### config.mk
export PLATFORM = sky130hd
export DESIGN_NAME = stripe_router
export DESIGN_NICKNAME = d
export VERILOG_FILES = /design/src/mem_test_pkg.sv /design/src/stripe_router.sv
export VERILOG_INCLUDE_DIRS = /design/src /design/src/include
export SDC_FILE = /design/constraint.sdc
export NUM_CORES = 1
export LEC_CHECK = 0
export BUFFER_PORTS_ARGS = -buffer_cell sky130_fd_sc_hd__clkbuf_2
export CAP_MARGIN = 20
export CELL_PAD_IN_SITES_DETAIL_PLACEMENT = 0
export CELL_PAD_IN_SITES_GLOBAL_PLACEMENT = 1
export CORE_MARGIN = 2
export CORE_UTILIZATION = 33
export DETAILED_ROUTE_END_ITERATION = 12
export PLACE_DENSITY = 0.81
export SLEW_MARGIN = 40
export SYNTH_ARGS = -nofsm -noshare
export SYNTH_HDL_FRONTEND = slang
export SYNTH_SLANG_ARGS = --single-unit
### constraint.sdc
create_clock -name CLK -period 3.35 [get_ports CLK]
set_clock_uncertainty 0.1 [all_clocks]
set_input_delay 0.5025 -clock CLK [delete_from_list [all_inputs] [get_ports CLK]]
set_output_delay 0.5025 -clock CLK [all_outputs]
set_load 0.005 [all_outputs]
### src/include/mem_test_cfg.svh
`ifndef MEM_TEST_CFG_SVH
`define MEM_TEST_CFG_SVH

// ----------------------------------------------------------------------
// Geometry of the striped SRAM pair
// ----------------------------------------------------------------------
`define MT_ADDR_W 10                // Linear address bits.
`define MT_DATA_W 16                // SRAM data bus width.
`define MT_WORDS  (1 << `MT_ADDR_W) // Words covered by one run.

// ----------------------------------------------------------------------
// SRAM cycle timing and test pattern
// ----------------------------------------------------------------------
`define MT_ACCESS_CYCLES 2 // Strobe length in clocks.

// XORed into the low address bits, sized to MT_DATA_W.
`define MT_PATTERN_KEY 16'hA5C3

`endif

### src/mem_test_pkg.sv
`default_nettype none

`include "mem_test_cfg.svh"

package mem_test_pkg;

  typedef logic [`MT_DATA_W-1:0] data_word_t; // One SRAM word.

  // Low bit picks the chip, the rest is the address inside it.
  typedef struct packed {
    logic [`MT_ADDR_W-2:0] chip_addr; // Address within one chip.
    logic                  stripe_sel; // 0 selects chip A.
  } striped_addr_t;

  typedef union packed {
    logic [`MT_ADDR_W-1:0] linear;  // Plain word index.
    striped_addr_t         striped; // Chip select view.
  } lin_addr_t;

  // Expected content of a linear address.
  function automatic data_word_t pattern_word(lin_addr_t addr);
    return data_word_t'(addr.linear) ^ data_word_t'(`MT_PATTERN_KEY);
  endfunction

endpackage

`default_nettype wire

### src/stripe_router.sv
`timescale 1ns/1ns
`default_nettype none

`include "mem_test_cfg.svh"

module stripe_router
  import mem_test_pkg::*;
(
  input  logic                  CLK,
  input  logic                  rst_n,
  input  logic                  op_req,
  input  logic                  op_write,
  input  lin_addr_t             op_addr,
  input  data_word_t            op_wdata,
  output logic                  op_ack,
  output logic                  ctl_a_req,
  output logic                  ctl_a_write,
  output logic [`MT_ADDR_W-2:0] ctl_a_addr,
  output data_word_t            ctl_a_wdata,
  input  logic                  ctl_a_ack,
  input  data_word_t            ctl_a_rdata,
  output logic                  ctl_b_req,
  output logic                  ctl_b_write,
  output logic [`MT_ADDR_W-2:0] ctl_b_addr,
  output data_word_t            ctl_b_wdata,
  input  logic                  ctl_b_ack,
  input  data_word_t            ctl_b_rdata,
  output logic                  rd_valid,
  output lin_addr_t             rd_addr,
  output data_word_t            rd_data
);

  logic      launch_a;
  logic      launch_b;
  logic      done_a;
  logic      done_b;
  logic      a_read_done;
  lin_addr_t addr_a_lin;
  lin_addr_t addr_b_lin;

  // A link is free only once both req and ack are back low.
  assign launch_a = op_req && !op_ack && !op_addr.striped.stripe_sel &&
                    !ctl_a_req && !ctl_a_ack;
  assign launch_b = op_req && !op_ack && op_addr.striped.stripe_sel &&
                    !ctl_b_req && !ctl_b_ack;

  assign done_a      = ctl_a_req && ctl_a_ack;
  assign a_read_done = done_a && !ctl_a_write;
  assign done_b      = ctl_b_req && ctl_b_ack && !a_read_done; // A wins a tie.

  // Linear address of each in-flight op, rebuilt from the chip address.
  always_comb begin
    addr_a_lin.striped.chip_addr  = ctl_a_addr;
    addr_a_lin.striped.stripe_sel = 1'b0;
    addr_b_lin.striped.chip_addr  = ctl_b_addr;
    addr_b_lin.striped.stripe_sel = 1'b1;
  end

  // ----------------------------------------------------------------------
  // Handshake state
  // ----------------------------------------------------------------------
  always_ff @(posedge CLK) begin
    if (!rst_n) begin
      op_ack    <= 1'b0;
      ctl_a_req <= 1'b0;
      ctl_b_req <= 1'b0;
      rd_valid  <= 1'b0;
    end else begin
      if (launch_a || launch_b) begin
        op_ack <= 1'b1; // Accepted once handed on.
      end else if (!op_req) begin
        op_ack <= 1'b0;
      end

      if (launch_a) begin
        ctl_a_req <= 1'b1;
      end else if (done_a) begin
        ctl_a_req <= 1'b0;
      end

      if (launch_b) begin
        ctl_b_req <= 1'b1;
      end else if (done_b) begin
        ctl_b_req <= 1'b0;
      end

      rd_valid <= a_read_done || (done_b && !ctl_b_write);
    end
  end

  // Payload registers.
  always_ff @(posedge CLK) begin
    if (launch_a) begin
      ctl_a_write <= op_write;
      ctl_a_addr  <= op_addr.striped.chip_addr;
      ctl_a_wdata <= op_wdata;
    end
    if (launch_b) begin
      ctl_b_write <= op_write;
      ctl_b_addr  <= op_addr.striped.chip_addr;
      ctl_b_wdata <= op_wdata;
    end
    if (a_read_done) begin
      rd_addr <= addr_a_lin;
      rd_data <= ctl_a_rdata;
    end else if (done_b) begin
      rd_addr <= addr_b_lin;
      rd_data <= ctl_b_rdata;
    end
  end

endmodule

`default_nettype wire
==> flow_metrics.tcl <==
set metrics [dict create \
    status "completed" \
    min_path_cells 1 \
    hold_ws_ns 0.2526 \
    yosysMostFrequentCell "edfxtp_1" \
    rr_worst_depth 3 \
    ys_seq_area_share_pct 80.57 \
    min_period_ns 1.950 \
    chipHeight_um 99.25 \
    hold_violations 0 \
    drcViolationCount 0 \
    synth.net_count 205 \
    dieWidth_um 99.25 \
    synth-seq-cells 82 \
    drt_iter0_drc 61 \
    layout_worst_path_cycle_share_pct 58.20 \
    cts_sinks 82 \
    cts_root_buf "clkbuf_8" \
    cts_hold_buf 0 \
    worst_setup_path_end_kind "flip-flop" \
    drt.antenna.violating_nets 0 \
    cts.htree.levels 3 \
    p_per_area_nw_per_um2 483.0 \
    synth_top_area_share_pct 77.23 \
    layout-drive-gt1-share_pct 63.46 \
    diodes 0 \
    start_util_pct 34.17 \
    slew-limit-headroom_pct 61.69 \
    cts_tree "built" \
    cts-resized-gates 0 \
    drtPass1Iterations 4 \
    syn_avg_cell_area_um2 21.23 \
    routed-via-count 1823 \
    synthCells 141 \
    fp.coreArea_um2 8763 \
    critPathKind "input pin to flip-flop" \
    ir_drop_v 0.0001907 \
    cts_setup_buffers 0 \
    synth_edf_count 77 \
    ys_warn_count 0 \
    syn_to_final_growth_pct 35.44 \
    finalSetupTns_ns 0 \
    dieArea_um2 9851 \
    cp_max_fo 15 \
    io_pins 146 \
    netlist_top_cells_area "edfxtp_1, mux2_4, dfxtp_1, mux2_2, and3_1" \
    drv_cap 0 \
    finalWirelength_um 6323 \
    netlist_area_um2 2994 \
    setup_viol 0 \
    antenna_found_initial 0 \
    worst_setup_path_start_kind "input pin" \
    hold_path_class "input pin to flip-flop" \
    yosysUniqueCellTypes 24 \
    synthFlopType "edfxtp_1" \
    port_buffers 145 \
    ys_top_cells_by_count "edfxtp_1, mux2_4, and3_1" \
    required_ns 3.30 \
    max-clock-path-buffers 2 \
    grt_start_max_net_pins 29 \
    grt_usage_pct 12.53 \
    worst_pin_slew_ns 0.5739 \
    vias_per_cell 4.457 \
    clock_latency_ns 0.33 \
    core.rowCount 34 \
    grt_first_pass_wirelength_um 9246 \
    avgRoutedWirePerCell_um 15.46 \
    maxSlewViolCount 0 \
    critical_path_arrival_ns 1.90 \
    dpl.hpwl_um 4627 \
    rsz0062_at_grt "no" \
    synth_top_area_cell "edfxtp_1" \
    nFillCells 797 \
    synthArstFlopShare_pct 0 \
    fmaxAchievable_mhz 512.9 \
    gp_congestion 0.6747 \
    clk_pin_slew_ns 0.08 \
    numCtsBuffers 9 \
    grt_pass1_vias 1857 \
    overflow 0 \
    leakage_nw 1.760 \
    fin_nets 361 \
]
-- registers in the layout, summed over array words and instances (netlist names), 9 cells and up --
name / flops
ctl_b_wdata: 16
ctl_a_wdata: 16
rd_addr: 10
ctl_b_addr: 9
rd_data: 16
ctl_a_addr: 9
-- kinds of logic (layout without fill, tap and decap cells) --
kind of cell,Yosys count,in the layout,share of synthesized area [%]
buf+inv,8,168,2.173
compound gates,5,5,1.212
mux,25,25,11.53
simple gates,21,21,4.513
flops,82,82,80.57
-- area by class of cell --
cell class	instances	area [um^2]	area share, %
clock buffer	10	127.6	3.147
inverter	3	11.26	0.2777
multi-input combinational	51	529.3	13.05
tap	108	135.1	3.332
timing repair buffer	150	783.3	19.32
clock inverter	5	56.30	1.388
sequential	82	2412	59.49
-- metrics by stage --
step | util (%) | setup slack (ns) | power, mW | instances | instance area [um^2]
floorplan | - | 0.04309 | 1.232 | 141 | 2994
global placement | 43.86 | 0.8989 | 1.313 | 393 | 3844
detailed placement | 43.86 | 0.8761 | 1.318 | 393 | 3844
CTS | 45.96 | 1.241 | 1.996 | 408 | 4028
global route | 46.27 | 1.355 | 2.040 | 409 | 4055
finish | 46.27 | 1.400 | 1.959 | 409 | 4055
-- metal layers --
| layer | wire (um) | track usage (%) | up-vias |
|---|---|---|---|
| met5 | 0 | 0 | - |
| met4 | 91 | 4.742 | 0 |
| met3 | 658 | 6.044 | 8 |
| met2 | 3101 | 22.19 | 99 |
| met1 | 2472 | 12.75 | 855 |
| li1 | - | - | 861 |
-- final timing paths --
path         slack [ns]        from             to
max                1.40   ctl_b_ack    ctl_b_write
min                0.25  op_addr[2]  ctl_a_addr[1]
max reg2reg        1.46      op_ack    ctl_b_write
min reg2reg        0.37  rd_addr[0]     rd_addr[0]
-- report_power, final --
group	internal (mW)	switching [mW]
Clock	0.338	0.327
Sequential	1.15	0.0130
Combinational	0.0689	0.0577
Total	1.56	0.398
-- layout by cell type (no fill, tap or decap), types with 3 or more instances in the layout --
master / synthesis / routed
clkbuf_8: 0 / 9
clkbuf_2: 0 / 145
edfxtp_1: 77 / 77
and3_1: 9 / 9
buf_4: 0 / 4
dfxtp_1: 5 / 5
mux2_2: 8 / 8
mux2_4: 17 / 17
inv_1: 3 / 3
clkinvlp_4: 0 / 3
-- worst max-delay path, stage by stage --
cell      delay, ns
clkbuf_2       0.20
or4bb_1        0.58
nor2_4         0.38
buf_16         0.21
(Power assumes the default switching activity.)
