==> config.mk <==
export PLATFORM = sky130hd
export DESIGN_NAME = pattern_gen
export DESIGN_NICKNAME = d
export VERILOG_FILES = /design/src/mem_test_pkg.sv /design/src/pattern_gen.sv
export VERILOG_INCLUDE_DIRS = /design/src /design/src/include
export SDC_FILE = /design/constraint.sdc
export NUM_CORES = 1
export LEC_CHECK = 0
export BUFFER_PORTS_ARGS = -buffer_cell sky130_fd_sc_hd__buf_4
export CAP_MARGIN = 30
export CORE_ASPECT_RATIO = 0.8
export CORE_MARGIN = 5
export CORE_UTILIZATION = 52
export DETAILED_ROUTE_END_ITERATION = 10
export GPL_TIMING_DRIVEN = 0
export PLACE_DENSITY = 0.83
export SLEW_MARGIN = 5
export SYNTH_ARGS = -nofsm -noshare
export SYNTH_HDL_FRONTEND = slang
export SYNTH_SLANG_ARGS = --single-unit
==> constraint.sdc <==
create_clock -name CLK -period 5.3 [get_ports CLK]
set_clock_uncertainty 0.2 [all_clocks]
set_input_delay 0.795 -clock CLK [delete_from_list [all_inputs] [get_ports CLK]]
set_output_delay 0.795 -clock CLK [all_outputs]
set_load 0.005 [all_outputs]
==> src/include/mem_test_cfg.svh <==
`ifndef MEM_TEST_CFG_SVH
`define MEM_TEST_CFG_SVH

// ----------------------------------------------------------------------
// Geometry of the striped SRAM pair
// ----------------------------------------------------------------------
`define MT_ADDR_W 10                // Linear address bits.
`define MT_DATA_W 16                // SRAM data bus width.
`define MT_WORDS  (1 << `MT_ADDR_W) // Words covered by one run.

// ----------------------------------------------------------------------
// SRAM cycle timing and test pattern
// ----------------------------------------------------------------------
`define MT_ACCESS_CYCLES 2 // Strobe length in clocks.

// XORed into the low address bits, sized to MT_DATA_W.
`define MT_PATTERN_KEY 16'hA5C3

`endif

==> src/mem_test_pkg.sv <==
`default_nettype none

`include "mem_test_cfg.svh"

package mem_test_pkg;

  typedef logic [`MT_DATA_W-1:0] data_word_t; // One SRAM word.

  // Low bit picks the chip, the rest is the address inside it.
  typedef struct packed {
    logic [`MT_ADDR_W-2:0] chip_addr; // Address within one chip.
    logic                  stripe_sel; // 0 selects chip A.
  } striped_addr_t;

  typedef union packed {
    logic [`MT_ADDR_W-1:0] linear;  // Plain word index.
    striped_addr_t         striped; // Chip select view.
  } lin_addr_t;

  // Expected content of a linear address.
  function automatic data_word_t pattern_word(lin_addr_t addr);
    return data_word_t'(addr.linear) ^ data_word_t'(`MT_PATTERN_KEY);
  endfunction

endpackage

`default_nettype wire

==> src/pattern_gen.sv <==
`timescale 1ns/1ns
`default_nettype none

`include "mem_test_cfg.svh"

module pattern_gen
  import mem_test_pkg::*;
(
  input  logic       CLK,
  input  logic       rst_n,
  input  logic       start,
  input  logic       op_ack,
  output logic       op_req,
  output logic       op_write,
  output lin_addr_t  op_addr,
  output data_word_t op_wdata,
  output logic       run_start,
  output logic       reads_issued
);

  localparam logic [1:0] S_IDLE    = 2'd0; // Waiting for start.
  localparam logic [1:0] S_REQ     = 2'd1; // Request up, waiting for ack.
  localparam logic [1:0] S_RELEASE = 2'd2; // Request down, waiting for ack low.

  logic [1:0] state;
  logic       last_addr;

  assign last_addr = (op_addr.linear == '1);
  assign op_wdata  = pattern_word(op_addr); // Don't care on reads.

  // ----------------------------------------------------------------------
  // Write pass followed by read pass, one handshake per address
  // ----------------------------------------------------------------------
  always_ff @(posedge CLK) begin
    if (!rst_n) begin
      state        <= S_IDLE;
      op_req       <= 1'b0;
      op_write     <= 1'b0;
      op_addr      <= '0;
      run_start    <= 1'b0;
      reads_issued <= 1'b0;
    end else begin
      run_start <= 1'b0;
      case (state)
        S_IDLE: begin
          if (start) begin
            run_start      <= 1'b1;
            reads_issued   <= 1'b0;
            op_addr.linear <= '0;
            op_write       <= 1'b1; // Writes go first.
            op_req         <= 1'b1;
            state          <= S_REQ;
          end
        end
        S_REQ: begin
          if (op_ack) begin
            op_req <= 1'b0;
            state  <= S_RELEASE;
            if (!op_write && last_addr) begin
              reads_issued <= 1'b1; // Final read accepted.
            end
          end
        end
        S_RELEASE: begin
          if (!op_ack) begin
            if (!last_addr) begin
              op_addr.linear <= op_addr.linear + 1'b1;
              op_req         <= 1'b1;
              state          <= S_REQ;
            end else if (op_write) begin
              op_addr.linear <= '0; // Wrap into the read pass.
              op_write       <= 1'b0;
              op_req         <= 1'b1;
              state          <= S_REQ;
            end else begin
              state <= S_IDLE;
            end
          end
        end
        default: state <= S_IDLE;
      endcase
    end
  end

endmodule

`default_nettype wire

==> results of run 1 <==
critical path, stage by stage (launching register included):
cell and delay, ps:
dfxtp_1 460, ha_1 240, nand3_1 200, nor4_4 400, nor2_1 180, o32ai_1 280
per-layer routing:
layer | part of all wire (%) | track usage, % | vias to the layer above
met2 | 46 | 29.2 | 58
met3 | 10 | 3.46 | 5
met1 | 42 | 24.8 | 451
li1 | - | - | 472
met5 | 0 | 0 | -
met4 | 0.73 | 5.79 | 0
cell families after synthesis:
logic type | count (synthesis)
fa+ha+maj | 1
buf+inv | 21
mux | 1
flops | 16
other cells | 2
simple gates | 41
compound gates | 32
where the power goes:
part / leakage [nW] / switching (mW) / total, mW / internal, mW
registers: 0.130 / 0.00263 / 0.126 / 0.123
clock network: 0.0138 / 0.0389 / 0.0652 / 0.0264
logic: 0.376 / 0.0160 / 0.0311 / 0.0151
total: 0.520 / 0.0575 / 0.222 / 0.165
worst min path at each step:
stage           start     end  slack (ps)  cells past startpoint
6_report       op_req  op_req         290                      2
5_1_grt        op_req  op_req         320                      2
4_1_cts        op_req  op_req         290                      2
3_5_place_dp   op_req  op_req         280                      2
3_3_place_gp   op_req  op_req         270                      2
2_1_floorplan  op_req  op_req         270                      2
cell usage in the layout, fill, tap and decap left out, types with 2 or more instances in the layout:
cell / n
nand4_1: 3
a21o_1: 2
nand2_1: 5
inv_1: 7
o31ai_1: 2
nor3_1: 3
a21oi_1: 8
o221a_2: 2
buf_4: 37
a31oi_1: 4
conb_1: 6
nand2b_1: 3
nand3_1: 5
or3_1: 2
buf_6: 2
clkbuf_4: 3
and3_1: 2
nor4_1: 2
dfxtp_1: 16
o21ai_0: 7
nor2_1: 4
o311a_1: 2
flip-flops by register name (all words and copies together) (netlist names):
name	flops
op_req	1
run_start	1
op_write	1
state	2
reads_issued	1
op_addr	10
final cells by class:
type	instances	area (um2)	area share (%)
multi-input cells	81	536	43.2
flip-flops and latches	16	320	25.9
repair buffers	26	195	15.8
plain buffers	14	109	8.79
well taps	24	30.0	2.42
inverters	7	26.3	2.12
clock buffers	3	22.5	1.82
through the flow:
step	area [um2]	instances	hold slack [ps]	utilization, %	setup WS [ps]
2_1_floorplan	991	118	270	-	3270
3_3_place_gp	1220	168	273	66.1	3020
3_5_place_dp	1220	168	276	66.1	3030
4_1_cts	1240	171	293	67.3	3290
5_1_grt	1240	171	324	67.3	3120
6_report	1240	171	288	67.3	3240
==> results by group, run 1 <==
CTS
  • Max Root-Sink Buffers: 2
  • Root cell of the clock tree: clkbuf_4
  • Latest clock arrival within the worst-skew pair: 280 ps
  • Post-cts resize count: 0
  • H-tree depth: 1
  • CTS tree: built
  • Worst-path clk slew: 100 ps
  • CTS Hold Bufs: 0
  • Postcts setup bufs: 0
  • Sink Count: 16
  • Total CTS buffers: 3

Setup path
  • R2R depth: 5
  • Worst Setup EP: op_addr[1]
  • Critical Path Start: op_addr[0]
  • Nature of the critical path startpoint: register
  • RR Endpoint: op_addr[1]
  • CP endpoint kind: register
  • Crit-path max FO: 6
  • CP arrival: 2040 ps
  • Reg-to-reg startpoint: op_addr[0]
  • R2r setup slk: 3240 ps
  • WS Path Type: register to register
  • CP Data Required Time: 5280 ps

Logic synthesis
  • Leading area contributor after synthesis: dfxtp_1
  • Post-Syn Instances: 114
  • Post-synth ARST share: 0%
  • Yosys reg bits: 16
  • Synth Area in Simple Gates: 28.3%
  • Synthesized area: 976 um2
  • Post-synthesis xor/xnor area fraction: 0%
  • Complex-gate fraction of the synthesized area: 21.9%
  • Yosys cell types: 41
  • Synth warn: 0
  • Number of synthesized flops with an enable pin: 0
  • Dominant cell by count in the synthesized netlist: dfxtp_1
  • Largest family of logic cells by synthesized area: simple AND/OR/NAND/NOR gates
  • Syn Area/Cell: 8.56 um2
  • Multiplexer share of the synthesized area: 1.03%
  • Synth top area cells: dfxtp_1 (33%), buf_4 (8.5%), a21oi_1 (4.1%)
  • Register area share after synthesis: 32.8%
  • Yosys top cell area share: 32.8%
  • Top FF cell, synth: dfxtp_1
  • Adder-cell share of the synthesized area: 1.28%
  • Synth top cells by count: dfxtp_1 (16), buf_4 (11), a21oi_1 (8)

Floorplan
  • Placeable core region: 1840 um2
  • Die footprint: 2850 um2
  • Chip Height: 48.8 um
  • Row cnt: 14
  • Top Ports: 34
  • Die X: 58.4 um
  • Starting Density: 53.1%

Final layout
  • Area delta synth->final: 26.9%
  • Ant diodes: 0
  • Share of cells above drive strength 1: 34.7%
  • Nets: 154
  • Fill cell count: 168

Drt
  • Via count: 986
  • Antenna Violating Nets Remaining: 0
  • WL per Instance: 14.5 um
  • Drt total wl: 2.47 mm
  • DRC: 0
  • Vias per cell: 5.77
  • TritonRoute pass-1 iters: 4
  • DR iter-0 viols: 27

Placement
  • IO buf count: 26
  • Gp weighted congestion: 0.919
  • HPWL Detailed: 1.87 mm

Timing
  • Crit share post-route: 38.8%
  • Max Slew Vio Count: 0
  • Finish-stage setup viols: 0
  • Fmax: 486 MHz
  • RSZ-0062 raised after global routing: no
  • Final hold violation count: 0
  • Fin Setup TNS: 0 ps
  • Min Tclk post-route: 2060 ps

Global route
  • GRT Residual Overflow: 0
  • Number of antenna violations at the first check in global routing: 0
  • First-pass GRT wire length: 4.22 mm
  • Largest net degree at the start of global routing: 11
  • Vias in the first global route: 934
  • Total track usage: 18.4%

Outcome
  • Outcome: complete, no violations

Power
  • Max VDD drop: 131 uV
  • Leakage power: 0.520 nW
  • Pwr dens: 179 nW/um2
  • Post-route total power: 222 uW

Job
  • MaxCap Viol Count: 0

Worst hold path
  • Min-delay worst type: register to register
Note: power is estimated with default switching activity, not from simulation.
==> run 2, diff against run 1 <==
--- a/config.mk
+++ b/config.mk
@@ -10,10 +10,10 @@
 export CAP_MARGIN = 30
 export CORE_ASPECT_RATIO = 0.8
 export CORE_MARGIN = 5
-export CORE_UTILIZATION = 52
+export CORE_UTILIZATION = 44
 export DETAILED_ROUTE_END_ITERATION = 10
 export GPL_TIMING_DRIVEN = 0
-export PLACE_DENSITY = 0.83
+export PLACE_DENSITY = 0.75
 export SLEW_MARGIN = 5
 export SYNTH_ARGS = -nofsm -noshare
 export SYNTH_HDL_FRONTEND = slang
==> constraint.sdc (replaced) <==
create_clock -name CLK -period 1.8 [get_ports CLK]
set_clock_uncertainty 0.2 [all_clocks]
set_input_delay 0.27 -clock CLK [delete_from_list [all_inputs] [get_ports CLK]]
set_output_delay 0.27 -clock CLK [all_outputs]
set_load 0.005 [all_outputs]
==> run 2 against run 1 <==
Final cell count rose by 4.7%. Register-to-register slack got worse by 3200 ps. Non-clock buffer count rose by 6. Total power rose to 3.2 times the previous value. Highest routed layer unchanged. Clock-buffer cell count rose by 1. Largest cell class unchanged. Worst setup slack got worse by 3200 ps.
==> results by group, run 2 (synthesis results as in run 1) <==
Outcome
  • Outcome: complete, no violations (unchanged)

Drt
  • Top Layer Used: met4 (unchanged)
  • Drt total wl: 2.65 mm (was 2.47 mm)
  • Met1 wire length: 1.23 mm (was 1.05 mm)
  • Met2 wire length: 1.24 mm (was 1.15 mm)
  • WL per Instance: 14.8 um (was 14.5 um)
  • DR iter-0 viols: 31 (was 27)
  • Met3 routed WL: 159 um (was 254 um)
  • TritonRoute pass-1 iters: 4 (unchanged)
  • Vias per cell: 5.66 (was 5.77)
  • Antenna Violating Nets Remaining: 0 (unchanged)
  • Via count: 1,013 (was 986)
  • DRC: 0 (unchanged)

Power
  • Pwr dens: 515 nW/um2 (was 179 nW/um2)
  • Post-route total power: 719 uW (was 222 uW)
  • Leakage power: 0.578 nW (was 0.520 nW)
  • Max VDD drop: 435 uV (was 131 uV)

Floorplan
  • Die X: 62.7 um (was 58.4 um)
  • Top Ports: 34 (unchanged)
  • Chip Height: 52.1 um (was 48.8 um)
  • Starting Density: 45.6% (was 53.1%)
  • Row cnt: 15 (was 14)
  • Die footprint: 3270 um2 (was 2850 um2)
  • Placeable core region: 2140 um2 (was 1840 um2)

Global route
  • GRT Residual Overflow: 0 (unchanged)
  • Vias in the first global route: 963 (was 934)
  • Largest net degree at the start of global routing: 11 (unchanged)
  • First-pass GRT wire length: 4.35 mm (was 4.22 mm)
  • Total track usage: 16.3% (was 18.4%)
  • Number of antenna violations at the first check in global routing: 0 (unchanged)

CTS
  • CTS tree: built (unchanged)
  • Worst-path clk slew: 100 ps (about the same)
  • Root cell of the clock tree: clkbuf_4 (unchanged)
  • CTS Hold Bufs: 0 (unchanged)
  • Sink Count: 16 (unchanged)
  • Total CTS buffers: 3 (unchanged)
  • Max Root-Sink Buffers: 2 (unchanged)
  • H-tree depth: 1 (unchanged)
  • Latest clock arrival within the worst-skew pair: 300 ps (was 280 ps)

Timing
  • Fmax: 564 MHz (was 486 MHz)
  • Crit share post-route: 98.6% (was 38.8%)
  • Final hold violation count: 0 (unchanged)
  • RSZ-0062 raised after global routing: yes (was no)
  • Min Tclk post-route: 1770 ps (was 2060 ps)
  • Max Slew Vio Count: 0 (unchanged)
  • Finish-stage setup viols: 0 (unchanged)

Final layout
  • Largest Register: op_addr (unchanged)
  • Share of cells above drive strength 1: 49.4% (was 34.7%)
  • Most frequent cells in the layout: buf_4 (43), a21oi_1 (8), dfxtp_2 (8), inv_1 (7) (was buf_4 (37), dfxtp_1 (16), a21oi_1 (8), inv_1 (7), o21ai_0 (7))
  • Ant diodes: 0 (unchanged)
  • Regs by FF count: op_addr: 10 flops, state: 2 flops (unchanged)
  • Final instance area: 1400 um2 (was 1240 um2)
  • Fill cell count: 180 (was 168)
  • Largest register FFs: 10 (unchanged)
  • Commonest non-fill, non-tap cell in the layout: buf_4 (unchanged)
  • Final Util: 65.2% (was 67.3%)
  • Nets: 160 (was 154)
  • Area delta synth->final: 42.9% (was 26.9%)

Job
  • MaxCap Viol Count: 0 (unchanged)

Placement
  • Cell Area, Placed: 1220 um2 (about the same)
  • Gp weighted congestion: 0.896 (was 0.919)
  • IO buf count: 26 (unchanged)
  • HPWL Detailed: 1.81 mm (was 1.87 mm)

Setup path
  • Nature of the critical path startpoint: register (unchanged)
  • CP endpoint kind: register (unchanged)
  • CP arrival: 1770 ps (was 2040 ps)
  • WS Path Type: register to register (unchanged)
  • Crit-path max FO: 10 (was 6)
  • CP Data Required Time: 1790 ps (was 5280 ps)

Worst hold path
  • Min-delay worst type: primary input to register (was register to register)
run 2: repair_timing:
action                                  4_1_cts  5_1_grt
setup buffers                                 3        3
pin swaps                                     2        3
resized for setup                            11       16
endpoints found under the setup margin       14       11
run 2: path summary, 6_finish.rpt:
kind | slack (ps) | end | from | depth (start not counted)
hold reg to reg | 300 | op_req | op_req | 2
setup / recovery | 30 | op_addr[4] | state[1] | 5
setup reg to reg | 30 | op_addr[4] | state[1] | 5
hold / removal | 30 | run_start | start | 3
run 2: area by class of cell:
class / count / area [um2] / share of cell area [%]
timing repair buffer: 32 / 240 / 17.2
tap: 25 / 31.3 / 2.24
sequential: 16 / 338 / 24.2
multi-input combinational: 81 / 614 / 44.0
clock buffer: 4 / 36.3 / 2.60
inverter: 7 / 26.3 / 1.88
buffer: 14 / 109 / 7.80
run 2: through the flow:
stage	hold slack, ps	TNS [ps]	worst slack (ps)	std cells
after floorplan	186	0	38.5	118
after global placement	278	-1100	-177	169
after detailed placement	279	-1140	-188	169
after CTS	30.6	0	11.3	176
after global routing	41.7	-34.2	-15.0	179
final	33.3	0	26.0	179
run 2: routing by layer:
layer  up-vias  track usage, %
li1        487               -
met1       490            21.1
met2        34            26.7
met3         2            4.10
met4         0            5.30
met5         -               0
run 2: power by group:
part	internal (mW)	switching [mW]	total, mW	leakage (nW)
registers	0.360	0.00818	0.368	0.136
logic	0.0466	0.0508	0.0974	0.421
clock network	0.123	0.129	0.253	0.0210
total	0.530	0.188	0.719	0.578
run 2: worst max-delay path, stage by stage, from the launching register on:
cell,delay [ps]
dfxtp_1,320
buf_6,130
nand2b_4,140
a21o_2,240
or2_1,290
o311a_1,340
